--- config.mk ---
export PLATFORM = sky130hd
export DESIGN_NAME = vector_regfile
export DESIGN_NICKNAME = d
export VERILOG_FILES = /design/src/verilog/vector_regfile.sv
export SDC_FILE = /design/constraint.sdc
export NUM_CORES = 2
export LEC_CHECK = 0
export BUFFER_PORTS_ARGS = -buffer_cell sky130_fd_sc_hd__buf_2
export CORE_MARGIN = 8
export CORE_UTILIZATION = 49
export CTS_CLUSTER_DIAMETER = 120
export DETAILED_ROUTE_END_ITERATION = 12
export HOLD_SLACK_MARGIN = 0.1
export PLACE_DENSITY = 0.71
export RECOVER_POWER = 50
export SYNTH_ARGS = -nofsm -noshare
export SYNTH_HDL_FRONTEND = slang
export SYNTH_SLANG_ARGS = --single-unit
--- constraint.sdc ---
create_clock -name clk_i -period 3 [get_ports clk_i]
set_input_delay 0.3 -clock clk_i [delete_from_list [all_inputs] [get_ports clk_i]]
set_output_delay 0.3 -clock clk_i [all_outputs]
set_load 0.01 [all_outputs]
--- src/verilog/vector_regfile.sv ---
module vector_regfile #(
  parameter int DATA_WIDTH = 32,
  parameter int REG_NUM    = 8,
  parameter int ELEMS      = 8,
  localparam int REG_B     = $clog2(REG_NUM),
  localparam int ELEM_B    = $clog2(ELEMS)
) (
  input  logic                  clk_i,
  input  logic                  resetn_i,
  input  logic                  we_i,
  input  logic [REG_B-1:0]      reg_idx_i,
  input  logic [ELEM_B-1:0]     elem_i,
  input  logic [DATA_WIDTH-1:0] wdata_i,
  output logic [DATA_WIDTH-1:0] rdata_o
);

  logic [DATA_WIDTH-1:0] mem_q [REG_NUM][ELEMS];

  always_ff @(posedge clk_i or negedge resetn_i) begin
    if (!resetn_i) begin
      for (int r = 0; r < REG_NUM; r++) begin
        for (int e = 0; e < ELEMS; e++) begin
          mem_q[r][e] <= '0;
        end
      end
    end else if (we_i) begin
      mem_q[reg_idx_i][elem_i] <= wdata_i;
    end
  end

  // Combinational read, seen by the requester in its grant cycle
  assign rdata_o = mem_q[reg_idx_i][elem_i];

endmodule

==> flow_metrics.py <==
metrics = {
    "global_route": {
        "antenna_found_initial": 9,
        "grt_pass1_vias": 65500,
        "overflow": 0,
        "grt_max_degree": 110,
        "grt_pass1_wl_um": 428000,
        "grt.total_usage_pct": 27.4,
    },
    "clocking": {
        "path_clk_slew_ns": 0.06,
        "tritoncts": "built",
        "htreeDepth": 4,
        "clk_latency_ns": 0.85,
        "clkSinkCount": 2048,
        "ctsRootBufferMaster": "clkbuf_16",
        "clk_path_buf_depth": 3,
        "cts_made_buffers": 203,
    },
    "synthesis": {
        "synth_top_area_cell": "dfrtp_1",
        "syn_area_per_cell_um2": 13.7,
        "syn_inst": 6800,
        "ys_ff_latch": 2048,
        "synth_ff_type": "dfrtp_1",
        "yosysTopAreaCellShare_pct": 55.2,
        "synthArstFlopShare_pct": 100,
        "synth_edf_count": 0,
        "netlist_area_mm2": 0.0928,
        "netlist_top_cells_area": "dfrtp_1 (55%), mux2_2 (22%), mux2_1 (4.2%), a221oi_1 (3.0%), mux2i_1 (2.4%)",
        "syn-num-nets": 6841,
        "ys_seq_area_share_pct": 55.2,
        "yosys_warnings": 0,
        "synth_cell_types": 55,
    },
    "final_layout": {
        "fin_area_mm2": 0.108,
        "multi_input_area_mm2": 0.0397,
        "fillers": 14800,
        "fin_nets": 7035,
        "syn_to_final_growth_pct": 15.9,
        "regMostFlops": "mem_q",
        "top_regs": "mem_q (2048)",
        "largest_register_ff_count": 2048,
        "fin_util_pct": 57.2,
        "final_cells": 9657,
        "drive_above_1_share_pct": 44.0,
        "seqCellArea_mm2": 0.0512,
    },
    "run": {
        "cap_viol_max_count": 8,
    },
    "outcome": {
        "run_status": "finished with violations",
        "violations": "max-capacitance violations, max-slew violations, negative setup slack",
    },
    "timing": {
        "final-setup-viol-count": 193,
        "relSlewSlack_pct": -18.3,
        "fin_setup_tns_ns": -21.33,
        "fin_skew_ns": 0,
        "finalWorstPathRequiredPeriod_ns": 3.56,
        "fin_crit_sh_pct": 119,
        "setup_slack_ns": -0.555,
        "tightest_slew_ns": 1.77,
        "final_hold_viol_count": 0,
        "whs_ns": 0.168,
        "rsz0062_at_grt": "yes",
        "drv_slew": 255,
        "fmax_ghz": 0.281,
    },
    "worst_setup_path": {
        "cp_max_fo": 20,
        "path_buf_inv": 7,
        "crit_chain": "buf_8, clkbuf_1, nand2_1, clkbuf_1, buf_6, nor2_1, clkbuf_1, a21oi_1, a21oi_4, a21oi_2, nand4_1, buf_6, buf_6",
        "crit_required_ns": 2.70,
        "cp.arrival_ns": 3.26,
        "cp_slowest_cell": "clkbuf_1",
        "critical_path.top_delay_family": "buffers and inverters",
        "max_stage_delay_ns": 0.75,
        "crit_type": "in2out",
        "endpoint_kind": "output pin",
        "startpoint_type": "primary input",
    },
    "place": {
        "placed_area_mm2": 0.100,
        "dp_hpwl_um": 179000,
        "place_congestion": 0.856,
        "io_buffers": 72,
        "dp.cells": 9267,
        "pre_cts_ws_ns": -0.643,
    },
    "route": {
        "wl_met3_um": 22700,
        "top_layer_used": "met5",
        "route.detailed.drc": 0,
        "wl_met1_um": 116000,
        "num_vias": 62200,
        "ant_nets": 0,
        "drtIter0Drc": 5398,
        "via_per_inst": 6.44,
        "wl_met2_um": 130000,
        "firstDrtPassIters": 5,
        "detail_route.wl_per_cell_um": 29.4,
        "drt-total-wl_um": 284000,
    },
    "floorplan": {
        "core-area_mm2": 0.188,
        "die_h_um": 451,
        "die_area_mm2": 0.204,
        "io_pins": 73,
        "fp-row-count": 159,
        "initial_utilization_pct": 49.4,
        "die_w_um": 451,
    },
    "power_and_ir_drop": {
        "power.total_mw": 67.7,
        "powerDensity_mw_per_mm2": 630,
        "leakagePower_nw": 50.4,
        "ir_drop_mv": 0.523,
    },
    "min_path": {
        "hold_path_class": "in2reg",
    },
}
## worst paths after layout
| path | cells past startpoint | start | end | slack (ns) |
|---|---|---|---|---|
| worst max-delay path | 13 | reg_idx_i[2] | rdata_o[31] | -0.56 |
| worst min-delay path | 2 | wdata_i[16] | mem_q[912] | 0.17 |
| worst max register to register | 2 | mem_q[434] | mem_q[434] | 2.09 |
| worst min register to register | 1 | mem_q[68] | mem_q[68] | 0.48 |
| max in group asynchronous | 4 | resetn_i | mem_q[1186] | 0.10 |
| min in group asynchronous | 3 | resetn_i | mem_q[1956] | 0.95 |
## placed cells by master (no fill, tap or decap), types with 15 or more instances in the layout
cell type,Yosys,layout
clkinv_2,0,26
buf_4,24,388
a31oi_1,29,25
clkbuf_16,0,205
a22oi_1,133,115
dfrtp_1,2048,2048
clkbuf_2,0,39
a221o_1,17,17
buf_6,7,54
a22oi_2,0,18
nand2_2,1,54
a221oi_1,313,251
a222oi_1,17,17
clkbuf_8,0,48
nand2_1,228,175
buf_12,0,123
mux2_1,349,343
mux2i_1,226,222
o22a_1,16,16
o21ai_1,42,59
mux2_2,1825,1820
or4_4,0,15
nor2_1,175,157
a21oi_1,97,93
mux4_2,87,87
clkbuf_1,343,100
a22o_1,70,70
clkbuf_4,0,17
buf_2,277,35
nand4_1,29,29
o21ai_0,131,102
a221oi_2,1,61
o22ai_1,92,85
nor2_4,0,22
## cell families after synthesis
family	share of synthesized area, %
AOI/OAI and AO/OA	7.86
buffers and inverters	3.47
DFF	55.2
muxes	30.9
and+or+nand+nor	2.54
## synth_stat cells, drive strengths merged (17+ instances only)
| cell | count |
|---|---|
| a21oi | 97 |
| a221o | 17 |
| a221oi | 314 |
| a222oi | 17 |
| a22o | 70 |
| a22oi | 133 |
| a31oi | 29 |
| buf | 382 |
| clkbuf | 343 |
| dfrtp | 2048 |
| mux2 | 2174 |
| mux2i | 226 |
| mux4 | 87 |
| nand2 | 229 |
| nand4 | 29 |
| nor2 | 182 |
| nor3 | 19 |
| o21ai | 173 |
| o22ai | 92 |
## timing repair
item	in CTS	in global routing
cloned	2	0
setup buffers	8	4
endpoints found under the hold margin	1037	0
resized for setup	214	86
pin swaps	65	65
endpoints found under the setup margin	32	32
hold buffers	11	0
## layer usage
metal / track usage, % / vias to the layer above
li1: - / 25600
met1: 36.9 / 33200
met2: 42.8 / 2629
met3: 5.44 / 740
met4: 13.3 / 2
met5: 0 / -
## report_power, final
group / switching, mW / total [mW] / leakage (nW) / internal (mW)
Sequential: 1.90 / 33.2 / 27.2 / 31.3
Combinational: 4.44 / 9.25 / 19.9 / 4.80
Clock: 10.9 / 25.3 / 3.24 / 14.4
Total: 17.3 / 67.7 / 50.4 / 50.5
## cell type report
cell class | count | area share, %
Clock buffer | 313 | 5.59
Inverter | 3 | 0.0198
Antenna cell | 7 | 0.0163
Tap cell | 2495 | 2.90
Multi-Input combinational cell | 4025 | 36.9
Timing Repair Buffer | 713 | 6.38
Clock inverter | 53 | 0.551
Sequential cell | 2048 | 47.6
No activity file was read; power rests on OpenSTA's default activity.
