==> src/verilog/lane_pkg.sv <==
package lane_pkg;

  // Defaults that the top level hands down
  localparam int DATA_WIDTH_DEF = 32;
  localparam int REG_NUM_DEF    = 8;
  localparam int ELEMS_DEF      = 8;
  localparam int ALU_LAT_DEF    = 3;

  typedef enum logic [2:0] {
    ADD = 3'd0,
    SUB = 3'd1,
    AND = 3'd2,
    OR  = 3'd3,
    XOR = 3'd4,
    MIN = 3'd5,
    MAX = 3'd6,
    MUL = 3'd7
  } alu_op_e;

  // Source of operand A
  typedef enum logic [1:0] {
    VV = 2'd0,
    VX = 2'd1,
    VI = 2'd2
  } operand_sel_e;

  typedef enum logic [2:0] {
    IDLE,
    READ_B,
    READ_A,
    READ_MASK,
    ISSUE
  } fetch_state_e;

  // vd and vs2 keep the low 3 bits of a 5-bit register slot
  typedef struct packed {
    alu_op_e      op;
    operand_sel_e sel;
    logic         vm;
    logic [2:0]   vd;
    logic [4:0]   vs1_imm;
    logic [2:0]   vs2;
  } lane_instr_t;

endpackage

==> src/verilog/vrf_port_if.sv <==
interface vrf_port_if #(
  parameter int DATA_WIDTH = 32,
  parameter int REG_NUM    = 8,
  parameter int ELEMS      = 8
) ();

  logic                       req;
  logic                       we;
  logic [$clog2(REG_NUM)-1:0] reg_idx;
  logic [$clog2(ELEMS)-1:0]   elem;
  logic [DATA_WIDTH-1:0]      wdata;
  logic                       gnt;
  // Valid in the grant cycle
  logic [DATA_WIDTH-1:0]      rdata;

  modport requester (
    output req, we, reg_idx, elem, wdata,
    input  gnt, rdata
  );

  modport arbiter (
    input  req, we, reg_idx, elem, wdata,
    output gnt, rdata
  );

endinterface

==> src/verilog/operand_fetch.sv <==
module operand_fetch import lane_pkg::*; #(
  parameter int DATA_WIDTH = 32,
  parameter int REG_NUM    = 8,
  parameter int ELEMS      = 8,
  localparam int REG_B     = $clog2(REG_NUM),
  localparam int ELEM_B    = $clog2(ELEMS)
) (
  input  logic                  clk_i,
  input  logic                  resetn_i,
  input  logic                  start_i,
  input  lane_instr_t           instr_i,
  input  logic [DATA_WIDTH-1:0] scalar_i,
  vrf_port_if.requester         fetch_port,
  output logic                  valid_o,
  output logic [DATA_WIDTH-1:0] a_o,
  output logic [DATA_WIDTH-1:0] b_o,
  output alu_op_e               op_o,
  output logic [ELEM_B-1:0]     elem_o,
  output logic                  wr_en_o,
  output logic                  last_o
);

  fetch_state_e          state_q, state_d;
  logic [ELEM_B-1:0]     cnt_q;
  logic [DATA_WIDTH-1:0] a_q, b_q, scalar_q;
  logic                  mask_q;
  logic                  last_elem;

  assign last_elem = (cnt_q == ELEM_B'(ELEMS - 1));

  //////////////////////////////////////////////////
  // Element sequencer
  //////////////////////////////////////////////////

  // READ_A only for VV, READ_MASK only when masked
  always_comb begin
    state_d = state_q;
    case (state_q)
      IDLE:      if (start_i) state_d = READ_B;
      READ_B:    if (fetch_port.gnt) begin
        if (instr_i.sel == VV) state_d = READ_A;
        else                   state_d = instr_i.vm ? ISSUE : READ_MASK;
      end
      READ_A:    if (fetch_port.gnt) state_d = instr_i.vm ? ISSUE : READ_MASK;
      READ_MASK: if (fetch_port.gnt) state_d = ISSUE;
      ISSUE:     state_d = last_elem ? IDLE : READ_B;
      default:   state_d = IDLE;
    endcase
  end

  always_ff @(posedge clk_i or negedge resetn_i) begin
    if (!resetn_i) begin
      state_q <= IDLE;
      cnt_q   <= '0;
    end else begin
      state_q <= state_d;
      if (state_q == IDLE) cnt_q <= '0;
      else if (state_q == ISSUE && !last_elem) cnt_q <= cnt_q + 1'b1;
    end
  end

  // Operand capture in the grant cycle
  always_ff @(posedge clk_i) begin
    if (state_q == IDLE && start_i) scalar_q <= scalar_i;
    if (state_q == READ_B && fetch_port.gnt) b_q <= fetch_port.rdata;
    if (state_q == READ_A && fetch_port.gnt) a_q <= fetch_port.rdata;
    if (state_q == READ_MASK && fetch_port.gnt) mask_q <= fetch_port.rdata[0];
  end

  always_comb begin
    fetch_port.req     = (state_q == READ_B) || (state_q == READ_A) || (state_q == READ_MASK);
    fetch_port.reg_idx = REG_B'(instr_i.vs2);
    if (state_q == READ_A) fetch_port.reg_idx = REG_B'(instr_i.vs1_imm);
    if (state_q == READ_MASK) fetch_port.reg_idx = '0;
  end

  assign fetch_port.we    = 1'b0;
  assign fetch_port.elem  = cnt_q;
  assign fetch_port.wdata = '0;

  //////////////////////////////////////////////////
  // Issue to the ALU
  //////////////////////////////////////////////////

  always_comb begin
    case (instr_i.sel)
      VX:      a_o = scalar_q;
      VI:      a_o = DATA_WIDTH'(instr_i.vs1_imm);
      default: a_o = a_q;
    endcase
  end

  assign valid_o = (state_q == ISSUE);
  assign b_o     = b_q;
  assign op_o    = instr_i.op;
  assign elem_o  = cnt_q;
  assign wr_en_o = instr_i.vm || mask_q;
  assign last_o  = valid_o && last_elem;

endmodule

==> src/flat_wrapper.sv <==
// flat-port wrapper written by rule: the top's interface ports become plain ports
module operand_fetch_flat import lane_pkg::*;
#(
  parameter int DATA_WIDTH = 32,
  parameter int REG_NUM    = 8,
  parameter int ELEMS      = 8,
  localparam int REG_B     = $clog2(REG_NUM),
  localparam int ELEM_B    = $clog2(ELEMS)
)
  (clk_i, resetn_i, start_i, instr_i, scalar_i, valid_o, a_o, b_o, op_o, elem_o, wr_en_o, last_o, fetch_port_req, fetch_port_we, fetch_port_reg_idx, fetch_port_elem, fetch_port_wdata, fetch_port_gnt, fetch_port_rdata);
  vrf_port_if #(.DATA_WIDTH(DATA_WIDTH), .REG_NUM(REG_NUM), .ELEMS(ELEMS)) fetch_port_i ();
  input  logic clk_i;
  input  logic resetn_i;
  input  logic start_i;
  input  lane_instr_t instr_i;
  input  logic [DATA_WIDTH-1:0] scalar_i;
  output logic valid_o;
  output logic [DATA_WIDTH-1:0] a_o;
  output logic [DATA_WIDTH-1:0] b_o;
  output alu_op_e op_o;
  output logic [ELEM_B-1:0] elem_o;
  output logic wr_en_o;
  output logic last_o;
  output wire logic [$bits(fetch_port_i.req)-1:0] fetch_port_req;
  output wire logic [$bits(fetch_port_i.we)-1:0] fetch_port_we;
  output wire logic [$bits(fetch_port_i.reg_idx)-1:0] fetch_port_reg_idx;
  output wire logic [$bits(fetch_port_i.elem)-1:0] fetch_port_elem;
  output wire logic [$bits(fetch_port_i.wdata)-1:0] fetch_port_wdata;
  input wire logic [$bits(fetch_port_i.gnt)-1:0] fetch_port_gnt;
  input wire logic [$bits(fetch_port_i.rdata)-1:0] fetch_port_rdata;
  assign fetch_port_req = fetch_port_i.req;
  assign fetch_port_we = fetch_port_i.we;
  assign fetch_port_reg_idx = fetch_port_i.reg_idx;
  assign fetch_port_elem = fetch_port_i.elem;
  assign fetch_port_wdata = fetch_port_i.wdata;
  assign fetch_port_i.gnt = fetch_port_gnt;
  assign fetch_port_i.rdata = fetch_port_rdata;
  operand_fetch #(.DATA_WIDTH(DATA_WIDTH), .REG_NUM(REG_NUM), .ELEMS(ELEMS)) u_core (.clk_i(clk_i), .resetn_i(resetn_i), .start_i(start_i), .instr_i(instr_i), .scalar_i(scalar_i), .fetch_port(fetch_port_i), .valid_o(valid_o), .a_o(a_o), .b_o(b_o), .op_o(op_o), .elem_o(elem_o), .wr_en_o(wr_en_o), .last_o(last_o));
endmodule
==> config.mk <==
export PLATFORM = sky130hd
export DESIGN_NAME = operand_fetch_flat
export DESIGN_NICKNAME = d
export VERILOG_FILES = /design/src/verilog/lane_pkg.sv /design/src/verilog/vrf_port_if.sv /design/src/verilog/operand_fetch.sv /design/src/flat_wrapper.sv
export SDC_FILE = /design/constraint.sdc
export NUM_CORES = 1
export LEC_CHECK = 0
export BUFFER_PORTS_ARGS = -buffer_cell sky130_fd_sc_hd__buf_2
export CAP_MARGIN = 20
export CELL_PAD_IN_SITES_DETAIL_PLACEMENT = 1
export CELL_PAD_IN_SITES_GLOBAL_PLACEMENT = 1
export CORE_MARGIN = 8
export CORE_UTILIZATION = 30
export DETAILED_ROUTE_END_ITERATION = 7
export PLACE_DENSITY = 0.77
export SETUP_SLACK_MARGIN = 0.2
export SYNTH_ARGS = -nofsm -noshare
export SYNTH_HDL_FRONTEND = slang
export SYNTH_SLANG_ARGS = --single-unit
export TNS_END_PERCENT = 10
==> constraint.sdc <==
create_clock -name clk_i -period 4.5 [get_ports clk_i]
set_clock_uncertainty 0.05 [all_clocks]
set_input_delay 0.225 -clock clk_i [delete_from_list [all_inputs] [get_ports clk_i]]
set_output_delay 0.225 -clock clk_i [all_outputs]
set_load 0.05 [all_outputs]
==> reports/qor.log <==
INFO  run_status     run_status=completed
INFO  die            die_w=135um
INFO  cells_and_area layout_common_cells=sky130_fd_sc_hd__buf_2, sky130_fd_sc_hd__edfxtp_1, sky130_fd_sc_hd__conb_1
INFO  power_and_ir_drop power_density=558nW/um^2
INFO  clock_tree     clock_tree.htree_level_count=3
INFO  critical_path  path_max_fanout=20
INFO  critical_path  worst_ep_required_time=4.22ns
INFO  routing        ant_nets=0
INFO  routing        drt-wirelength-per-cell=18.0um
INFO  place          placed_cell_area=5100um^2
INFO  clock_tree     post_cts_hold_buffer_count=19
INFO  grt            largest_net_degree_at_the_start_of_global_routing=65
INFO  routing        vias=2919
INFO  synthesis      ys.warnings.count=0
INFO  flow_run       max_cap_violations=0
INFO  cells_and_area design.final.nets=577
INFO  timing         worst_pin_slew=0.906ns
INFO  place          place_hpwl=8.79mm
INFO  clock_tree     numClockSinks=103
INFO  clock_tree     post-cts-setup-buffers=0
INFO  synthesis      syn_avg_cell_area=13.8um^2
INFO  critical_path  crit_path_launch_type=input pin
INFO  timing         fin_crit=2.34ns
INFO  critical_path  first_element_of_the_critical_path=instr_i[13]
INFO  die            io_pins=198
INFO  synthesis      async_flop_share=0.0583
INFO  die            fp-row-count=43
INFO  routing        met2WireLength=6.45mm
INFO  clock_tree     cts_made_buffers=9
INFO  cells_and_area layout_commonest_cell=sky130_fd_sc_hd__buf_2
INFO  die            design.die.area=18400um^2
INFO  clock_tree     clkLatencyLatePin=0.34ns
INFO  power_and_ir_drop combinational_group_share_of_total_power=0.335
INFO  cells_and_area area.growth.synth_to_final=31.7%
INFO  cells_and_area layout-drive-gt1-share=0.380
INFO  critical_path  critical_path.endpoint=a_o[3]
INFO  die            fp.coreArea=13900um^2
INFO  power_and_ir_drop clkPwrFrac=0.231
INFO  clock_tree     cts_root_cell=sky130_fd_sc_hd__clkbuf_16
INFO  die            start_util=0.307
INFO  grt            grt_pass1_vias=3280
INFO  timing         rsz0062_at_grt=false
INFO  synthesis      dominantRegCellSynth=sky130_fd_sc_hd__edfxtp_1
INFO  timing         post-route-period-util=0.519
INFO  routing        post_drt_via_cell_ratio=4.34
INFO  synthesis      ys_ff_latch=103
INFO  min_path       min-delay-path-class=input pin to register
INFO  power_and_ir_drop internal-power=1880uW
INFO  routing        top_signal_layer_used=met4
INFO  timing         timing.final.hold_violations=0
INFO  clock_tree     cts_tree=built
INFO  synthesis      synth.lib_cells_used.distinct=33
INFO  grt            antenna_found_initial=0
INFO  power_and_ir_drop total_power=3150uW
INFO  power_and_ir_drop peakVddDrop=0.245mV
INFO  power_and_ir_drop power_frac_seq=0.434
INFO  timing         hold_slack=0.0190ns
INFO  timing         max_freq=0.428GHz
INFO  min_path       timing.hold.worst.start=scalar_i[2]
INFO  grt            global_route_wire_length_before_repair=18.2mm
INFO  routing        post_detailed_routing_wire_length=12.1mm
INFO  timing         slew_headroom=0.396
INFO  critical_path  worst_r2r_endpoint=u_core.scalar_q[5]
INFO  cells_and_area antenna_diode_instance_count=0
INFO  critical_path  timing.critical_path.arrival=2.06ns
INFO  die            die_h=135um
INFO  place          place_congestion=0.714
INFO  power_and_ir_drop p_sw=1270uW
INFO  timing         setup_violations=0
INFO  cells_and_area final_util=0.405
INFO  cells_and_area design_area=5640um^2
INFO  clock_tree     clock_tree.buffer_depth=2
INFO  grt            track_usage=0.130
INFO  power_and_ir_drop p_sw_frac=0.404
INFO  synthesis      synth.yosys.seq_area_share=0.715
INFO  grt            grt-ovfl-total=0
INFO  place          port_buffers=155
INFO  routing        drt-met1-wl=4.40mm
INFO  routing        met3_length=1.17mm
INFO  timing         timing_max_transition_violations_final=0
INFO  power_and_ir_drop cellLeakagePower=0.00240uW
INFO  critical_path  cp-end-kind=output pin
INFO  synthesis      synth_cell_area=4280um^2
INFO  critical_path  r2r-start=u_core.state_q[0]
INFO  routing        drc_violation_count_after_routing=0
INFO  routing        firstDrtPassIters=4
INFO  clock_tree     path_clk_slew=0.07ns
INFO  timing         final.setup.tns=0ns
INFO  critical_path  critical_path_class=input pin to output pin
INFO  critical_path  r2r_cells=3
INFO  clock_tree     post_cts.resized_instances=0
INFO  routing        drt_iter0_drc=124
INFO  critical_path  ff2ff_setup_slack=2.54ns
INFO  synthesis      post_synth_inst_count=311
INFO  synthesis      synth_enable_flop_cells=97
area by class of cell:
| class | count | area (um^2) |
|---|---|---|
| multi-input combinational | 157 | 880 |
| inverter | 29 | 109 |
| clock buffer | 9 | 225 |
| tap | 180 | 225 |
| timing repair buffer | 187 | 1090 |
| sequential | 103 | 3060 |
| fill | 1513 | 8290 |
| clock inverter | 7 | 48.8 |
power by group through the flow:
stage	combinational (uW)	sequential (uW)	clock, uW
2_1_floorplan	617	1580	0
3_3_place_gp	1030	1370	0
3_5_place_dp	1050	1390	0
4_1_cts	1070	1370	746
5_1_grt	1120	1390	780
6_report	1060	1370	727
worst min-delay path by stage:
stage | end | cells after the start | slack [ns]
finish | u_core.scalar_q[2] | 1 | 0.02
global route | u_core.b_o[31] | 1 | 0.001
CTS | u_core.scalar_q[14] | 1 | 0.001
detailed placement | u_core.elem_o[1] | 1 | 0.003
global placement | u_core.elem_o[1] | 1 | 0.005
floorplan | u_core.elem_o[0] | 0 | -0.12
layer usage:
layer | track usage | vias up
met5 | 0 | -
met3 | 0.0579 | 8
met2 | 0.242 | 116
met4 | 0.0333 | 0
met1 | 0.128 | 1412
li1 | - | 1383
cells in the mapped netlist, drive strengths merged, types with 2 or more instances:
library cell,instances,area share
edfxtp,97,0.68
nor2,9,0.0079
a221oi,2,0.0070
a22oi,5,0.0088
nand2b,6,0.0088
nand2,10,0.0093
or2,2,0.0029
or3,2,0.0029
a21oi,9,0.011
ha,5,0.015
nor3,2,0.0023
clkbuf,5,0.0044
nor3b,2,0.0035
a22o,4,0.0082
dfrtp,6,0.035
nand3,27,0.032
buf,49,0.084
o21ai,33,0.039
inv,29,0.025
metrics by stage:
stage	worst slack, ns	cells
after global placement	2.07	630
after global routing	1.95	672
after CTS	2.07	665
final	2.16	672
after floorplan	0.273	343
after detailed placement	2.09	630
kinds of logic (layout without fill, tap and decap cells):
| group | after synthesis | after routing | share of synthesized area |
|---|---|---|---|
| flip-flops | 103 | 103 | 0.715 |
| buffers and inverters | 83 | 232 | 0.114 |
| AND/OR/NAND/NOR | 65 | 65 | 0.0789 |
| AO/OA/AOI/OAI | 53 | 53 | 0.0739 |
| adder cells (fa/ha/maj) | 5 | 5 | 0.0146 |
| other | 1 | 33 | 0.000876 |
| multiplexers | 1 | 1 | 0.00263 |
worst max-delay path: stages:
cell,delay (ns)
sky130_fd_sc_hd__buf_2,0.11
sky130_fd_sc_hd__inv_1,0.07
sky130_fd_sc_hd__ha_1,0.75
sky130_fd_sc_hd__buf_4,0.34
sky130_fd_sc_hd__a22oi_1,0.11
sky130_fd_sc_hd__a21oi_1,0.15
sky130_fd_sc_hd__buf_2,0.29
flip-flops by register name, indices dropped and copies added, names as in the netlist:
name / flops
u_core.mask_q: 1
u_core.state_q: 3
u_core.a_q: 32
u_core.b_o: 32
u_core.scalar_q: 32
u_core.elem_o: 3
Note: power is estimated with default switching activity, not from simulation.
