File: src/verilog/vrf_port_if.sv
interface vrf_port_if #(
  parameter int DATA_WIDTH = 32,
  parameter int REG_NUM    = 8,
  parameter int ELEMS      = 8
) ();

  logic                       req;
  logic                       we;
  logic [$clog2(REG_NUM)-1:0] reg_idx;
  logic [$clog2(ELEMS)-1:0]   elem;
  logic [DATA_WIDTH-1:0]      wdata;
  logic                       gnt;
  // Valid in the grant cycle
  logic [DATA_WIDTH-1:0]      rdata;

  modport requester (
    output req, we, reg_idx, elem, wdata,
    input  gnt, rdata
  );

  modport arbiter (
    input  req, we, reg_idx, elem, wdata,
    output gnt, rdata
  );

endinterface

File: src/verilog/vrf_arbiter.sv
module vrf_arbiter #(
  parameter int DATA_WIDTH = 32,
  parameter int REG_NUM    = 8,
  parameter int ELEMS      = 8,
  localparam int REG_B     = $clog2(REG_NUM),
  localparam int ELEM_B    = $clog2(ELEMS),
  localparam int CNT_B     = $clog2(ELEMS + 1)
) (
  input  logic                  clk_i,
  input  logic                  resetn_i,
  vrf_port_if.arbiter           host_port,
  vrf_port_if.arbiter           fetch_port,
  vrf_port_if.arbiter           wb_port,
  output logic                  we_o,
  output logic [REG_B-1:0]      reg_idx_o,
  output logic [ELEM_B-1:0]     elem_o,
  output logic [DATA_WIDTH-1:0] wdata_o,
  input  logic [DATA_WIDTH-1:0] rdata_i
);

  logic [CNT_B-1:0] deny_cnt_q;
  logic             host_first;

  // Host jumps ahead of fetch once it has waited long enough
  assign host_first = host_port.req && (deny_cnt_q == CNT_B'(ELEMS));

  always_comb begin
    wb_port.gnt    = wb_port.req;
    fetch_port.gnt = fetch_port.req && !wb_port.req && !host_first;
    host_port.gnt  = host_port.req && !wb_port.req && (!fetch_port.req || host_first);

    if (wb_port.gnt) begin
      we_o      = wb_port.we;
      reg_idx_o = wb_port.reg_idx;
      elem_o    = wb_port.elem;
      wdata_o   = wb_port.wdata;
    end else if (fetch_port.gnt) begin
      we_o      = fetch_port.we;
      reg_idx_o = fetch_port.reg_idx;
      elem_o    = fetch_port.elem;
      wdata_o   = fetch_port.wdata;
    end else begin
      we_o      = host_port.gnt && host_port.we;
      reg_idx_o = host_port.reg_idx;
      elem_o    = host_port.elem;
      wdata_o   = host_port.wdata;
    end
  end

  assign host_port.rdata  = rdata_i;
  assign fetch_port.rdata = rdata_i;
  assign wb_port.rdata    = rdata_i;

  // Consecutive host denials, saturating
  always_ff @(posedge clk_i or negedge resetn_i) begin
    if (!resetn_i) begin
      deny_cnt_q <= '0;
    end else if (!host_port.req || host_port.gnt) begin
      deny_cnt_q <= '0;
    end else if (deny_cnt_q != CNT_B'(ELEMS)) begin
      deny_cnt_q <= deny_cnt_q + 1'b1;
    end
  end

endmodule

File: src/flat_wrapper.sv
// flat-port wrapper written by rule: the top's interface ports become plain ports
module vrf_arbiter_flat 
#(
  parameter int DATA_WIDTH = 32,
  parameter int REG_NUM    = 8,
  parameter int ELEMS      = 8,
  localparam int REG_B     = $clog2(REG_NUM),
  localparam int ELEM_B    = $clog2(ELEMS),
  localparam int CNT_B     = $clog2(ELEMS + 1)
)
  (clk_i, resetn_i, we_o, reg_idx_o, elem_o, wdata_o, rdata_i, host_port_req, host_port_we, host_port_reg_idx, host_port_elem, host_port_wdata, host_port_gnt, host_port_rdata, fetch_port_req, fetch_port_we, fetch_port_reg_idx, fetch_port_elem, fetch_port_wdata, fetch_port_gnt, fetch_port_rdata, wb_port_req, wb_port_we, wb_port_reg_idx, wb_port_elem, wb_port_wdata, wb_port_gnt, wb_port_rdata);
  vrf_port_if #(.DATA_WIDTH(DATA_WIDTH), .REG_NUM(REG_NUM), .ELEMS(ELEMS)) host_port_i ();
  vrf_port_if #(.DATA_WIDTH(DATA_WIDTH), .REG_NUM(REG_NUM), .ELEMS(ELEMS)) fetch_port_i ();
  vrf_port_if #(.DATA_WIDTH(DATA_WIDTH), .REG_NUM(REG_NUM), .ELEMS(ELEMS)) wb_port_i ();
  input  logic clk_i;
  input  logic resetn_i;
  output logic we_o;
  output logic [REG_B-1:0] reg_idx_o;
  output logic [ELEM_B-1:0] elem_o;
  output logic [DATA_WIDTH-1:0] wdata_o;
  input  logic [DATA_WIDTH-1:0] rdata_i;
  input wire logic [$bits(host_port_i.req)-1:0] host_port_req;
  input wire logic [$bits(host_port_i.we)-1:0] host_port_we;
  input wire logic [$bits(host_port_i.reg_idx)-1:0] host_port_reg_idx;
  input wire logic [$bits(host_port_i.elem)-1:0] host_port_elem;
  input wire logic [$bits(host_port_i.wdata)-1:0] host_port_wdata;
  output wire logic [$bits(host_port_i.gnt)-1:0] host_port_gnt;
  output wire logic [$bits(host_port_i.rdata)-1:0] host_port_rdata;
  input wire logic [$bits(fetch_port_i.req)-1:0] fetch_port_req;
  input wire logic [$bits(fetch_port_i.we)-1:0] fetch_port_we;
  input wire logic [$bits(fetch_port_i.reg_idx)-1:0] fetch_port_reg_idx;
  input wire logic [$bits(fetch_port_i.elem)-1:0] fetch_port_elem;
  input wire logic [$bits(fetch_port_i.wdata)-1:0] fetch_port_wdata;
  output wire logic [$bits(fetch_port_i.gnt)-1:0] fetch_port_gnt;
  output wire logic [$bits(fetch_port_i.rdata)-1:0] fetch_port_rdata;
  input wire logic [$bits(wb_port_i.req)-1:0] wb_port_req;
  input wire logic [$bits(wb_port_i.we)-1:0] wb_port_we;
  input wire logic [$bits(wb_port_i.reg_idx)-1:0] wb_port_reg_idx;
  input wire logic [$bits(wb_port_i.elem)-1:0] wb_port_elem;
  input wire logic [$bits(wb_port_i.wdata)-1:0] wb_port_wdata;
  output wire logic [$bits(wb_port_i.gnt)-1:0] wb_port_gnt;
  output wire logic [$bits(wb_port_i.rdata)-1:0] wb_port_rdata;
  assign host_port_i.req = host_port_req;
  assign host_port_i.we = host_port_we;
  assign host_port_i.reg_idx = host_port_reg_idx;
  assign host_port_i.elem = host_port_elem;
  assign host_port_i.wdata = host_port_wdata;
  assign host_port_gnt = host_port_i.gnt;
  assign host_port_rdata = host_port_i.rdata;
  assign fetch_port_i.req = fetch_port_req;
  assign fetch_port_i.we = fetch_port_we;
  assign fetch_port_i.reg_idx = fetch_port_reg_idx;
  assign fetch_port_i.elem = fetch_port_elem;
  assign fetch_port_i.wdata = fetch_port_wdata;
  assign fetch_port_gnt = fetch_port_i.gnt;
  assign fetch_port_rdata = fetch_port_i.rdata;
  assign wb_port_i.req = wb_port_req;
  assign wb_port_i.we = wb_port_we;
  assign wb_port_i.reg_idx = wb_port_reg_idx;
  assign wb_port_i.elem = wb_port_elem;
  assign wb_port_i.wdata = wb_port_wdata;
  assign wb_port_gnt = wb_port_i.gnt;
  assign wb_port_rdata = wb_port_i.rdata;
  vrf_arbiter #(.DATA_WIDTH(DATA_WIDTH), .REG_NUM(REG_NUM), .ELEMS(ELEMS)) u_core (.clk_i(clk_i), .resetn_i(resetn_i), .host_port(host_port_i), .fetch_port(fetch_port_i), .wb_port(wb_port_i), .we_o(we_o), .reg_idx_o(reg_idx_o), .elem_o(elem_o), .wdata_o(wdata_o), .rdata_i(rdata_i));
endmodule
File: config.mk
export PLATFORM = sky130hd
export DESIGN_NAME = vrf_arbiter_flat
export DESIGN_NICKNAME = d
export VERILOG_FILES = /design/src/verilog/vrf_port_if.sv /design/src/verilog/vrf_arbiter.sv /design/src/flat_wrapper.sv
export SDC_FILE = /design/constraint.sdc
export NUM_CORES = 1
export LEC_CHECK = 0
export BUFFER_PORTS_ARGS = -buffer_cell sky130_fd_sc_hd__buf_4
export CORE_AREA = 3 3 112 114
export DETAILED_ROUTE_END_ITERATION = 6
export DIE_AREA = 0 0 115 117
export GPL_TIMING_DRIVEN = 0
export SLEW_MARGIN = 20
export SYNTH_ARGS = -nofsm -noshare
export SYNTH_HDL_FRONTEND = slang
export SYNTH_SLANG_ARGS = --single-unit
File: constraint.sdc
create_clock -name clk_i -period 2.1 [get_ports clk_i]
set_input_delay 0.42 -clock clk_i [delete_from_list [all_inputs] [get_ports clk_i]]
set_output_delay 0.42 -clock clk_i [all_outputs]
set_load 0.005 [all_outputs]
==> out/qor.txt <==
WORST SETUP PATH
------------------------------------------------------------------------------------------
Critical path startpoint                                                      u_core.deny_cnt_q[1]
Critical path type                                                                 reg2out
Required time at the endpoint of the critical path                                 1680 ps
Critical Path End Type                                                          output pin
Launching element type of the critical path                                      flip-flop
CP Data Arrival Time                                                               1760 ps
Reg-to-reg critical path startpoint                                           u_core.deny_cnt_q[1]
Crit-path max FO                                                                         5

DETAILED ROUTING
------------------------------------------------------------------------------------------
Vias post-DR                                                                         3,095
Detailed Route WL                                                                  10.8 mm
Routed wire length per instance                                                    14.9 um
Router iterations before antenna repair                                                  4
Initial detailed-routing violation count                                                62
Number of remaining DRC errors                                                           0
Antenna violation net count after detailed routing                                       0
Routed via count divided by cell count                                                4.29

LOGIC SYNTHESIS
------------------------------------------------------------------------------------------
Share of the synthesized area in the top cell type                                   37.0%
Count of different cell masters after synthesis                                         24
Post-synthesis sequential area ratio                                                 5.09%
Total standard cell area after synthesis                                      0.00197 mm^2
Leading post-synthesis cells by cell area                                     sky130_fd_sc_hd__buf_4 37%, sky130_fd_sc_hd__a31oi_1 12%, sky130_fd_sc_hd__nor2b_1 12%
Yosys warning count                                                                      0
Number of standard cells after synthesis                                               306
Cell type with the highest aggregate area in the netlist                      sky130_fd_sc_hd__buf_4
Mean cell area of the mapped netlist                                             6.43 um^2
Post-synthesis sequential element count                                                  4
Synthesized net count                                                                  462

PLACED DESIGN
------------------------------------------------------------------------------------------
Worst setup timing slack at the placement stage                                    13.2 ps
Total instance count after detailed placement                                          706
Sum of net half-perimeters after detailed placement                                8.50 mm
IO buf count                                                                           257
Placer congestion estimate                                                           0.816

GLOBAL ROUTING
------------------------------------------------------------------------------------------
Pin count of the biggest net entering global routing                                    11
Via count of the first global-routing pass                                           2,916
Initial antenna violation count                                                          0
Global-route wire length before repair                                             14.2 mm
Total global routing track utilization                                               13.0%
Remaining global-route overflow                                                          0

STA
------------------------------------------------------------------------------------------
Unrepaired setup endpoints after global routing                                       true
Relative slew slack                                                                  58.0%
Post-route minimum period                                                          2180 ps
Setup WS post-layout                                                              -83.7 ps
Tightest Pin Transition                                                             630 ps
Finish-stage setup viols                                                                38
Fmax                                                                             0.458 GHz
Final setup skew                                                                  0.562 ps
Final period utilization                                                              104%
Final Hold Fails                                                                         0
Total Neg Setup Slack                                                             -1480 ps
Final max-slew violation count                                                           0

FINAL LAYOUT
------------------------------------------------------------------------------------------
Most common cell after layout, fill and taps aside                            sky130_fd_sc_hd__buf_4
Share of final-layout standard cells stronger than drive strength 1                  71.0%
Filler cell count in the final layout                                                1,192
Flip-flop count of the largest register after layout                                     4
P&R area growth vs syn                                                                134%
Area occupied by multi-input gates                                            0.00121 mm^2
Final non-filler cell total                                                            722
Biggest regs                                                                  u_core.deny_cnt_q x4
Most flop-heavy register                                                      u_core.deny_cnt_q
Commonest non-fill, non-tap cells in the layout                               359 x sky130_fd_sc_hd__buf_4, 39 x sky130_fd_sc_hd__nor2b_1, 33 x sky130_fd_sc_hd__a21oi_1, 27 x sky130_fd_sc_hd__a31oi_1, 22 x sky130_fd_sc_hd__o21ai_1
Nets                                                                                   737
Sequential cell area                                                              100 um^2
N_diodes                                                                                 0

POWER AND IR DROP
------------------------------------------------------------------------------------------
Peak supply drop                                                                    185 uV
Power density normalized to cell area                                          263 mW/mm^2
Leakage power                                                                      2.29 nW
Post-layout power                                                                0.00121 W

FLOORPLANNING
------------------------------------------------------------------------------------------
Io pins                                                                                292
Full die area                                                                  0.0135 mm^2
DIE WIDTH                                                                           115 um
Initial core utilization                                                             17.1%
Die boundary height                                                                 117 um
Core area                                                                      0.0115 mm^2
Row cnt                                                                                 39

CLOCKING
------------------------------------------------------------------------------------------
CTS H-Tree Depth                                                                         1
Clock latency reported for the late side of the worst-skew pair                     220 ps
Buffer type at the clock tree root                                            sky130_fd_sc_hd__clkbuf_16
Clock edge transition at the registers on the reported setup and hold paths          30 ps
Total clock buffers created by CTS                                                       3
Buffer depth of the longest clock path                                                   2
Sink count of the clock tree                                                             4
TritonCTS clock tree                                                                   yes

RUN STATUS
------------------------------------------------------------------------------------------
Violated checks                                                               negative setup slack
Status                                                                        finished, violations left

MIN PATH
------------------------------------------------------------------------------------------
Min-delay src                                                                 host_port_req
Type of the tightest min-delay check                                                in2reg

FLOW RUN
------------------------------------------------------------------------------------------
Max-Cap Viols                                                                            0

[routing by layer]
metal	wire, um	global-route usage [%]	part of all wire (%)
met1	3880	14.4	36
met2	5860	25.9	54
met3	879	1.70	8.2
met4	158	3.44	1.5
met5	0	0	0
[cell families after synthesis]
logic type / count (synthesis) / synth area share, %
AO/OA/AOI/OAI: 121 / 33.7
XOR/XNOR: 2 / 0.891
adder cells (fa/ha/maj): 2 / 1.27
buffers and inverters: 127 / 43.3
flip-flops: 4 / 5.09
AND/OR/NAND/NOR: 50 / 15.8
[area by class of cell]
class | count | share of cell area, %
clock buffers | 3 | 1.63
multi-input cells | 175 | 26.4
inverters | 4 | 0.326
well taps | 143 | 3.88
plain buffers | 123 | 20.0
flip-flops and latches | 4 | 2.17
repair buffers | 270 | 45.6
[critical path, cell delays in order (launching register included)]
cell	delay (ps)
sky130_fd_sc_hd__dfrtp_1	390
sky130_fd_sc_hd__inv_1	70
sky130_fd_sc_hd__ha_2	180
sky130_fd_sc_hd__and4b_4	250
sky130_fd_sc_hd__buf_4	160
sky130_fd_sc_hd__buf_8	130
sky130_fd_sc_hd__o21ai_1	60
sky130_fd_sc_hd__a21oi_1	160
sky130_fd_sc_hd__buf_4	140
[power breakdown]
| part | leakage (nW) | switching (W) | internal [W] |
|---|---|---|---|
| registers | 0.0541 | 0.00000281 | 0.0000812 |
| logic | 2.20 | 0.000287 | 0.000545 |
| clock network | 0.0370 | 0.0000504 | 0.000243 |
| total | 2.29 | 0.000340 | 0.000870 |
[what timing repair did]
action / CTS / global route
pin swaps: 14 / 20
hold buffers: 1 / 0
endpoints found under the hold margin: 4 / 0
cloned: 2 / 3
buffers inserted: 3 / 4
setup endpoints to repair: 40 / 41
gates resized for setup: 45 / 57
[through the flow]
stage / cell area, um^2 / util, % / hold WS, ps
2_1_floorplan: 1970 / - / 124
6_report: 4610 / 40.0 / 525
4_1_cts: 4290 / 37.2 / 514
3_5_place_dp: 4080 / 35.4 / 216
5_1_grt: 4610 / 40.0 / 529
3_3_place_gp: 4080 / 35.4 / 217
[worst paths after layout]
| path | end | slack, ps | cells after the start |
|---|---|---|---|
| max in group asynchronous | u_core.deny_cnt_q[2] | 1460 | 2 |
| worst max register to register | u_core.deny_cnt_q[3] | 720 | 7 |
| min in group asynchronous | u_core.deny_cnt_q[0] | 540 | 2 |
| worst max-delay path | wdata_o[20] | -80 | 8 |
| worst min-delay path | u_core.deny_cnt_q[1] | 530 | 3 |
| worst min register to register | u_core.deny_cnt_q[2] | 630 | 2 |
[cell usage after synthesis]
master                     count
sky130_fd_sc_hd__buf_4        97
sky130_fd_sc_hd__a21oi_1      40
sky130_fd_sc_hd__a31oi_1      39
sky130_fd_sc_hd__nor2b_1      39
sky130_fd_sc_hd__o21ai_0      39
sky130_fd_sc_hd__clkbuf_1     14
sky130_fd_sc_hd__buf_2         7
sky130_fd_sc_hd__dfrtp_1       4
sky130_fd_sc_hd__inv_1         4
sky130_fd_sc_hd__buf_1         3
sky130_fd_sc_hd__nand3_1       3
sky130_fd_sc_hd__nor3_1        3
sky130_fd_sc_hd__clkbuf_2      2
sky130_fd_sc_hd__ha_1          2
sky130_fd_sc_hd__and2_1        1
sky130_fd_sc_hd__and4b_1       1
sky130_fd_sc_hd__nand2_1       1
sky130_fd_sc_hd__nand3b_1      1
sky130_fd_sc_hd__nand4b_1      1
sky130_fd_sc_hd__o211ai_1      1
sky130_fd_sc_hd__o22ai_1       1
sky130_fd_sc_hd__o32ai_1       1
sky130_fd_sc_hd__xnor2_1       1
sky130_fd_sc_hd__xor2_1        1
No activity file was read; power rests on OpenSTA's default activity.
