<file path="src/verilog/lane_pkg.sv">
package lane_pkg;

  // Defaults that the top level hands down
  localparam int DATA_WIDTH_DEF = 32;
  localparam int REG_NUM_DEF    = 8;
  localparam int ELEMS_DEF      = 8;
  localparam int ALU_LAT_DEF    = 3;

  typedef enum logic [2:0] {
    ADD = 3'd0,
    SUB = 3'd1,
    AND = 3'd2,
    OR  = 3'd3,
    XOR = 3'd4,
    MIN = 3'd5,
    MAX = 3'd6,
    MUL = 3'd7
  } alu_op_e;

  // Source of operand A
  typedef enum logic [1:0] {
    VV = 2'd0,
    VX = 2'd1,
    VI = 2'd2
  } operand_sel_e;

  typedef enum logic [2:0] {
    IDLE,
    READ_B,
    READ_A,
    READ_MASK,
    ISSUE
  } fetch_state_e;

  // vd and vs2 keep the low 3 bits of a 5-bit register slot
  typedef struct packed {
    alu_op_e      op;
    operand_sel_e sel;
    logic         vm;
    logic [2:0]   vd;
    logic [4:0]   vs1_imm;
    logic [2:0]   vs2;
  } lane_instr_t;

endpackage

</file>
<file path="src/verilog/vector_alu.sv">
module vector_alu import lane_pkg::*; #(
  parameter int DATA_WIDTH = 32,
  parameter int ELEMS      = 8,
  parameter int ALU_LAT    = 3,
  localparam int ELEM_B    = $clog2(ELEMS)
) (
  input  logic                  clk_i,
  input  logic                  resetn_i,
  input  logic                  valid_i,
  input  logic [DATA_WIDTH-1:0] a_i,
  input  logic [DATA_WIDTH-1:0] b_i,
  input  alu_op_e               op_i,
  input  logic [ELEM_B-1:0]     elem_i,
  input  logic                  wr_en_i,
  input  logic                  last_i,
  output logic                  valid_o,
  output logic [DATA_WIDTH-1:0] result_o,
  output logic [ELEM_B-1:0]     elem_o,
  output logic                  wr_en_o,
  output logic                  last_o
);

  logic [DATA_WIDTH-1:0] result_d;
  logic                  b_lt_a;
  logic [ALU_LAT-1:0]    valid_q;
  logic [ALU_LAT-1:0]    wr_en_q;
  logic [ALU_LAT-1:0]    last_q;
  logic [DATA_WIDTH-1:0] result_q [ALU_LAT];
  logic [ELEM_B-1:0]     elem_q [ALU_LAT];

  assign b_lt_a = ($signed(b_i) < $signed(a_i));

  // vd = vs2 op A
  always_comb begin
    case (op_i)
      ADD:     result_d = b_i + a_i;
      SUB:     result_d = b_i - a_i;
      AND:     result_d = b_i & a_i;
      OR:      result_d = b_i | a_i;
      XOR:     result_d = b_i ^ a_i;
      MIN:     result_d = b_lt_a ? b_i : a_i;
      MAX:     result_d = b_lt_a ? a_i : b_i;
      MUL:     result_d = b_i * a_i;
      default: result_d = '0;
    endcase
  end

  //////////////////////////////////////////////////
  // Delay line, one element per stage
  //////////////////////////////////////////////////

  always_ff @(posedge clk_i or negedge resetn_i) begin
    if (!resetn_i) begin
      valid_q <= '0;
    end else begin
      valid_q[0] <= valid_i;
      for (int i = 1; i < ALU_LAT; i++) begin
        valid_q[i] <= valid_q[i-1];
      end
    end
  end

  always_ff @(posedge clk_i) begin
    result_q[0] <= result_d;
    elem_q[0]   <= elem_i;
    wr_en_q[0]  <= wr_en_i;
    last_q[0]   <= last_i;
    for (int i = 1; i < ALU_LAT; i++) begin
      result_q[i] <= result_q[i-1];
      elem_q[i]   <= elem_q[i-1];
      wr_en_q[i]  <= wr_en_q[i-1];
      last_q[i]   <= last_q[i-1];
    end
  end

  assign valid_o  = valid_q[ALU_LAT-1];
  assign result_o = result_q[ALU_LAT-1];
  assign elem_o   = elem_q[ALU_LAT-1];
  assign wr_en_o  = wr_en_q[ALU_LAT-1];
  assign last_o   = last_q[ALU_LAT-1];

endmodule

</file>
<file path="config.mk">
export PLATFORM = sky130hd
export DESIGN_NAME = vector_alu
export DESIGN_NICKNAME = d
export VERILOG_FILES = /design/src/verilog/lane_pkg.sv /design/src/verilog/vector_alu.sv
export SDC_FILE = /design/constraint.sdc
export NUM_CORES = 1
export LEC_CHECK = 0
export BUFFER_PORTS_ARGS = -buffer_cell sky130_fd_sc_hd__buf_2
export CAP_MARGIN = 20
export CORE_MARGIN = 5
export CORE_UTILIZATION = 59
export DETAILED_ROUTE_END_ITERATION = 16
export MAX_ROUTING_LAYER = met4
export PLACE_DENSITY = 0.82
export SLEW_MARGIN = 20
export SYNTH_ARGS = -nofsm -noshare
export SYNTH_HDL_FRONTEND = slang
export SYNTH_SLANG_ARGS = --single-unit
export TNS_END_PERCENT = 10
</file>
<file path="constraint.sdc">
create_clock -name clk_i -period 0.8 [get_ports clk_i]
set_clock_uncertainty 0.1 [all_clocks]
set_input_delay 0.04 -clock clk_i [delete_from_list [all_inputs] [get_ports clk_i]]
set_output_delay 0.04 -clock clk_i [all_outputs]
set_load 0.02 [all_outputs]
</file>
==> results of run 1 <==
## power breakdown
| group | leakage (uW) | internal (uW) | switching, uW |
|---|---|---|---|
| combinational | 0.0139 | 67000 | 77700 |
| sequential | 0.000972 | 7850 | 773 |
| clock | 0.000278 | 4450 | 3200 |
## timing repair
action                     CTS  global route
gates cloned                 0             0
hold endpoints to repair    15             5
setup endpoints to repair   70            73
resized for setup          293            59
pin swaps                   79            23
setup buffers               30             1
## cells in the final DEF, fill, tap and decap left out, types with 9 or more instances in the layout
| master | synthesis | layout |
|---|---|---|
| a21o_1 | 19 | 18 |
| a21oi_1 | 120 | 108 |
| a21oi_2 | 0 | 9 |
| a221oi_1 | 18 | 9 |
| a221oi_2 | 2 | 10 |
| a22oi_1 | 13 | 12 |
| a31oi_1 | 14 | 11 |
| buf_12 | 0 | 12 |
| buf_2 | 16 | 63 |
| buf_4 | 39 | 588 |
| buf_6 | 1 | 65 |
| clkbuf_16 | 0 | 17 |
| dfxtp_1 | 111 | 74 |
| dfxtp_2 | 0 | 37 |
| diode_2 | 0 | 9 |
| fa_1 | 410 | 400 |
| fa_2 | 0 | 10 |
| ha_1 | 219 | 190 |
| ha_4 | 0 | 23 |
| inv_1 | 465 | 443 |
| inv_2 | 12 | 22 |
| nand2_1 | 271 | 269 |
| nand2b_1 | 12 | 12 |
| nand3_1 | 15 | 15 |
| nor2_1 | 374 | 344 |
| nor2_2 | 1 | 18 |
| nor2_4 | 0 | 13 |
| nor2b_1 | 12 | 11 |
| nor3_1 | 27 | 23 |
| nor4_1 | 10 | 9 |
| o211ai_1 | 13 | 13 |
| o21a_1 | 11 | 11 |
| o21ai_0 | 67 | 57 |
| o21ai_1 | 5 | 14 |
| o21bai_1 | 17 | 17 |
| o22ai_1 | 23 | 21 |
| o31ai_1 | 10 | 9 |
| xnor2_1 | 86 | 84 |
| xor2_1 | 29 | 27 |
## worst paths after layout
path,from,to,cells after the start
worst max register to register,result_q[0][59],result_q[0][91],0
max in group asynchronous,resetn_i,valid_q[0],3
worst min register to register,result_q[0][53],result_q[0][85],0
worst min-delay path,resetn_i,valid_q[1],3
worst max-delay path,b_i[1],result_q[0][31],29
min in group clk_i,op_i[1],result_q[0][17],4
## per-stage QoR
stage | power, uW | setup slack (ps)
after floorplan | 84600 | -6200
after global placement | 127000 | -6630
after detailed placement | 130000 | -6800
after CTS | 151000 | -6110
after global routing | 166000 | -6570
final | 161000 | -6510
## layout make-up
cell class | count | area, um2 | area share (%)
multi-input cells | 1939 | 19000 | 62.5
clock buffers | 18 | 439 | 1.45
well taps | 518 | 648 | 2.14
diodes | 9 | 22.5 | 0.0742
clock inverters | 14 | 145 | 0.478
inverters | 490 | 1890 | 6.24
flip-flops and latches | 114 | 2340 | 7.72
repair buffers | 742 | 5880 | 19.4
## cells in the mapped netlist, types with 16 or more instances
cell	instances
a21o_1	19
a21oi_1	120
a221oi_1	18
buf_1	17
buf_2	16
buf_4	39
clkbuf_1	95
dfxtp_1	111
fa_1	410
ha_1	219
inv_1	465
nand2_1	271
nor2_1	374
nor3_1	27
o21ai_0	67
o21bai_1	17
o22ai_1	23
xnor2_1	86
xor2_1	29
## flip-flops by register name (all words and copies together) (netlist names)
register / count
elem_q: 9
result_q: 96
last_q: 3
wr_en_q: 3
valid_q: 3
## kinds of logic (layout without fill, tap and decap cells)
logic type | Yosys count | after routing | share of synthesized area, %
multiplexers | 12 | 12 | 0.657
AND/OR/NAND/NOR | 764 | 764 | 13.6
buffers and inverters | 658 | 1264 | 11.5
XOR/XNOR | 116 | 116 | 4.47
AO/OA/AOI/OAI | 418 | 418 | 12.3
adder cells (fa/ha/maj) | 629 | 629 | 47.5
other | 0 | 9 | 0
flip-flops | 114 | 114 | 9.96
## worst min-delay path: stages
cell           delay, ps
dlygate4sd3_1        540
buf_2                100
buf_2                120
## per-layer routing
metal	track usage, %	vias to the layer above	wire length, um
met4	35.0	0	11300
met2	73.5	1988	45800
met1	55.0	11342	34200
met5	-	-	0
met3	11.7	765	13600
li1	-	9680	-
==> summary.md, run 1 <==
| Metric | Value |
|---|---|
| Flops & latches, synth | `114` |
| Grt ovf | `0` |
| CP top delay family | `adder cells` |
| Post-DP HPWL | `81,200 um` |
| Final setup fails | `70` |
| Die area | `between 40,000 and 50,000 um2` |
| Finished Core Util | `between 70 and 80%` |
| Sequential fraction of the synthesis area | `9.96%` |
| Slew Limit Headroom | `around 55%` |
| Post-CTS Hold Buffers | `8` |
| Htree depth | `4` |
| Share of cells above drive strength 1 | `between 30% and 40%` |
| P_leak | `between 0.015 and 0.02 uW` |
| Async set or reset register ratio after synthesis | `approximately 2.6%` |
| CP Launch Type | `primary input` |
| First-pass GRT wire length | `152,000 um` |
| Worst-path maximum fanout | `7` |
| Worst path slowest cell | `fa_1` |
| Placed cells | `approximately 3,800` |
| Vias | `about 24,000` |
| Design area | `between 30,000 and 40,000 um2` |
| Clock Tree Buf Depth | `2` |
| Buf/Inv on CP | `9` |
| Initial Util | `between 50% and 60%` |
| Worst-Margin Slew | `roughly 670 ps` |
| Worst Path Arrival | `7490 ps` |
| Min Tclk post-route | `~7300 ps` |
| Synth top area share | `between 30 and 40%` |
| Final Wtd Congestion | `1.15` |
| # fillers | `2,557` |
| Reg-to-reg slack, setup | `approximately 190 ps` |
| Clock Latency Late Sink | `between 400 and 500 ps` |
| Number of global-route vias before repair | `roughly 25,000` |
| Final-report hold violation count | `7` |
| Crit share post-route | `913%` |
| Area after DPL | `28,100 um2` |
| Ys Warns | `0` |
| Mapped Nets | `3,415` |
| Final nets | `roughly 4,000` |
| Max Slew Vio Count | `0` |
| Post-synth EDFFs | `0` |
| Final antenna-violating net count | `0` |
| Failing checks | `hold timing, setup timing` |
| Die width | `just over 200 um` |
| DRC | `0` |
| Synth unique cells | `between 80 and 90` |
| Clock root buffer | `clkbuf_16` |
| Top FF cell, synth | `dfxtp_1` |
| WL final | `around 100,000 um` |
| Syn Inst Count | `2,711` |
| Setup Crit Path Kind | `in -> reg` |
| Initial DRC count | `between 3,000 and 4,000` |
| Area growth syn-to-layout | `31.6%` |
| I/O Pins | `roughly 110` |
| Finished Layout Cells | `between 3,000 and 4,000` |
| Worst hold path type | `in -> async` |
| Status | `complete, but fails checks` |
| Die Ht | `208 um` |
| Setup TNS | `-175,890 ps` |
| Power Density | `5310 nW/um2` |
| TritonCTS Sinks | `114` |
| Synthesized area | `approximately 23,000 um2` |
| Most common cell on crit path | `buf_4` |
| Cell Rows | `72` |
| Required time worst endpoint | `roughly 990 ps` |
| CP max stage delay | `roughly 600 ps` |
| Setup ws final | `-6510 ps` |
| Fmax achieved | `137 MHz` |
| Yosys top cell by area | `fa_1` |
| Crit end category | `flop` |
| Tot GR Track Use | `48.0%` |
| Total iterations of the first detailed-routing run | `12` |
| Final hold slack | `-67.2 ps` |
| Largest net degree at the start of global routing | `23` |
| Routed vias/inst | `roughly 6` |
| RSZ-0062 raised after global routing | `yes` |
| Max cap viols | `0` |
| Initial antenna violation count | `9` |
| WL/cell | `around 27 um` |
| Top cells by area, synth | `fa_1, ha_1, dfxtp_1` |
| Port-buffer cells | `roughly 110` |
| Core Box Area | `38,600 um2` |
| Maximum vdd drop | `between 10 and 15 mV` |
| Average cell area after synthesis | `approximately 8.5 um2` |
| CTS Buf Count | `17` |
| Clock transition at path regs | `70 ps` |
| CTS tree | `done` |
(Power assumes the default switching activity.)
==> inputs of run 2 (changes only) <==
--- a/config.mk
+++ b/config.mk
@@ -8,10 +8,10 @@
 export BUFFER_PORTS_ARGS = -buffer_cell sky130_fd_sc_hd__buf_2
 export CAP_MARGIN = 20
 export CORE_MARGIN = 5
-export CORE_UTILIZATION = 59
+export CORE_UTILIZATION = 65
 export DETAILED_ROUTE_END_ITERATION = 16
 export MAX_ROUTING_LAYER = met4
-export PLACE_DENSITY = 0.82
+export PLACE_DENSITY = 0.86
 export SLEW_MARGIN = 20
 export SYNTH_ARGS = -nofsm -noshare
 export SYNTH_HDL_FRONTEND = slang
==> constraint.sdc (replaced) <==
create_clock -name clk_i -period 6.95 [get_ports clk_i]
set_clock_uncertainty 0.1 [all_clocks]
set_input_delay 0.3475 -clock clk_i [delete_from_list [all_inputs] [get_ports clk_i]]
set_output_delay 0.3475 -clock clk_i [all_outputs]
set_load 0.02 [all_outputs]
==> run 2 against run 1 <==
- the run ends with setup timing left
- first-iteration DRC count is 11% lower
- utilization is 2.4 points lower
- cell area is 11% lower
- highest routed layer unchanged
==> summary.md, run 2 (synthesized netlist as in run 1, its figures left out) <==
| Metric | Value |
|---|---|
| Clock Latency Late Sink | `~420 ps` |
| Initial DRC count | `roughly 2,900` |
| CP Launch Type | `primary input` |
| Max Slew Vio Count | `0` |
| Sequential cell area | `2300 um2` |
| Vias | `between 20,000 and 25,000` |
| Final-report hold violation count | `0` |
| Post-DP HPWL | `approximately 74,000 um` |
| Setup TNS | `-2050 ps` |
| Setup Crit Path Kind | `in -> reg` |
| I/O Pins | `113` |
| Share of cells above drive strength 1 | `approximately a fifth` |
| Total iterations of the first detailed-routing run | `7` |
| Routed vias/inst | `~6.3` |
| Most frequent cells in the layout | `inv_1, fa_1, nor2_1` |
| FF-to-FF path depth | `0` |
| CTS tree | `done` |
| First-pass GRT wire length | `137,000 um` |
| Worst hold path type | `in -> async` |
| Area growth syn-to-layout | `16.6%` |
| Area occupied by multi-input gates | `between 15,000 and 20,000 um2` |
| Number of global-route vias before repair | `between 20,000 and 25,000` |
| Top Registers | `result_q x96, elem_q x9` |
| CTS Buf Count | `17` |
| Finished Core Util | `approximately 76%` |
| Crit end category | `flop` |
| RSZ-0062 raised after global routing | `yes` |
| Worst-Margin Slew | `~1000 ps` |
| Min Tclk post-route | `about 7300 ps` |
| Reg with most FFs | `result_q` |
| Critical R2R Capture | `valid_q[1]` |
| Grt ovf | `0` |
| Crit. Startpoint | `a_i[7]` |
| Core Box Area | `35,300 um2` |
| Status | `complete, but fails checks` |
| Worst reg2reg path startpoint | `valid_q[0]` |
| Die Ht | `between 150 and 200 um` |
| Crit share post-route | `105%` |
| Required time worst endpoint | `a little over 7000 ps` |
| Design area | `between 20,000 and 30,000 um2` |
| Reg-to-reg slack, setup | `between 6000 and 7000 ps` |
| Max reg flops | `between 90 and 100` |
| Final Wtd Congestion | `1.25` |
| Initial antenna violation count | `4` |
| Commonest non-fill, non-tap cell in the layout | `inv_1` |
| Fmax achieved | `about 140 MHz` |
| WL/cell | `approximately 26 um` |
| Final nets | `3,709` |
| Area after DPL | `25,900 um2` |
| Clock root buffer | `clkbuf_16` |
| Clock Tree Buf Depth | `2` |
| Final setup fails | `13` |
| WL final | `90,200 um` |
| Termination of the worst setup path | `result_q[0][31]` |
| Tot GR Track Use | `between 40% and 50%` |
| Port-buffer cells | `112` |
| Slew Limit Headroom | `30.5%` |
| Worst-path maximum fanout | `5` |
| DRC | `0` |
| Clock transition at path regs | `60 ps` |
| TritonCTS Sinks | `114` |
| Max cap viols | `0` |
| Setup ws final | `-370 ps` |
| Final antenna-violating net count | `0` |
| Die width | `between 150 and 200 um` |
| Cell Rows | `between 60 and 70` |
| Failing checks | `setup timing` |
| # fillers | `2,566` |
| Largest net degree at the start of global routing | `63` |
| Htree depth | `4` |
| Initial Util | `between 60% and 70%` |
| Worst Path Arrival | `approximately 7500 ps` |
| Die area | `39,300 um2` |
==> run 2: cell types whose count changed in the layout (fill, tap and decap cells not counted), sizes merged <==
cell      change
buf         -300
clkinvlp      -1
diode         -5
inv           +1
bufinv        +1
==> run 2: layout make-up <==
type                            count  share of cell area (%)
Clock buffer                       17                    1.58
Clock inverter                     15                   0.629
Timing Repair Buffer              443                    11.8
Inverter                          490                    6.97
Sequential cell                   114                    8.55
Multi-Input combinational cell   1939                    68.2
Tap cell                          461                    2.15
Antenna cell                        4                  0.0372
==> run 2: per-layer routing <==
layer	track usage [%]	share of wire, %	up-vias
li1	-	-	9080
met1	55.0	33	10514
met2	72.1	43	1672
met3	12.0	12	593
met4	39.4	11	0
met5	-	0	-
==> run 2: timing repair <==
action                     4_1_cts  5_1_grt
resized for setup               34       14
hold buffers                     7        0
buffers inserted                 6        1
pin swaps                       25        4
cloned                           0        0
hold endpoints to repair         9        0
setup endpoints to repair       13       18
==> run 2: worst min-delay path by stage <==
| stage | startpoint | end | slack [ps] | depth (start not counted) |
|---|---|---|---|---|
| floorplan | resetn_i | valid_q[0] | -50 | 0 |
| global placement | resetn_i | valid_q[1] | 40 | 1 |
| detailed placement | resetn_i | valid_q[2] | 50 | 1 |
| CTS | resetn_i | valid_q[1] | 160 | 2 |
| global route | resetn_i | valid_q[0] | 180 | 2 |
| finish | resetn_i | valid_q[1] | 180 | 2 |
==> run 2: critical path, stage by stage <==
cell and delay [ps]:
buf_6 90, clkinvlp_4 200, buf_4 210, nor2_4 100, fa_2 450, fa_2 360
fa_1 540, inv_1 50, fa_1 530, inv_1 50, fa_1 490, inv_1 60
fa_1 480, inv_1 50, fa_1 440, fa_1 530, ha_4 220, a21o_1 160
a21o_1 160, a21o_1 160, and2_4 140, or3_4 340, a221o_2 490, a41o_1 300
o31ai_4 200, mux2i_1 210, o2111ai_1 120
==> run 2: metrics by stage <==
stage	setup slack, ps	hold slack (ps)	cells
6_report	-370	182	3483
4_1_cts	-229	157	3478
3_5_place_dp	-894	47.8	3433
2_1_floorplan	-362	-48.1	2711
5_1_grt	-493	179	3483
3_3_place_gp	-799	41.4	3433
Power of run 2 is not shown: default switching activity piles up to over one toggle a cycle in this logic, so the estimate is an artifact.
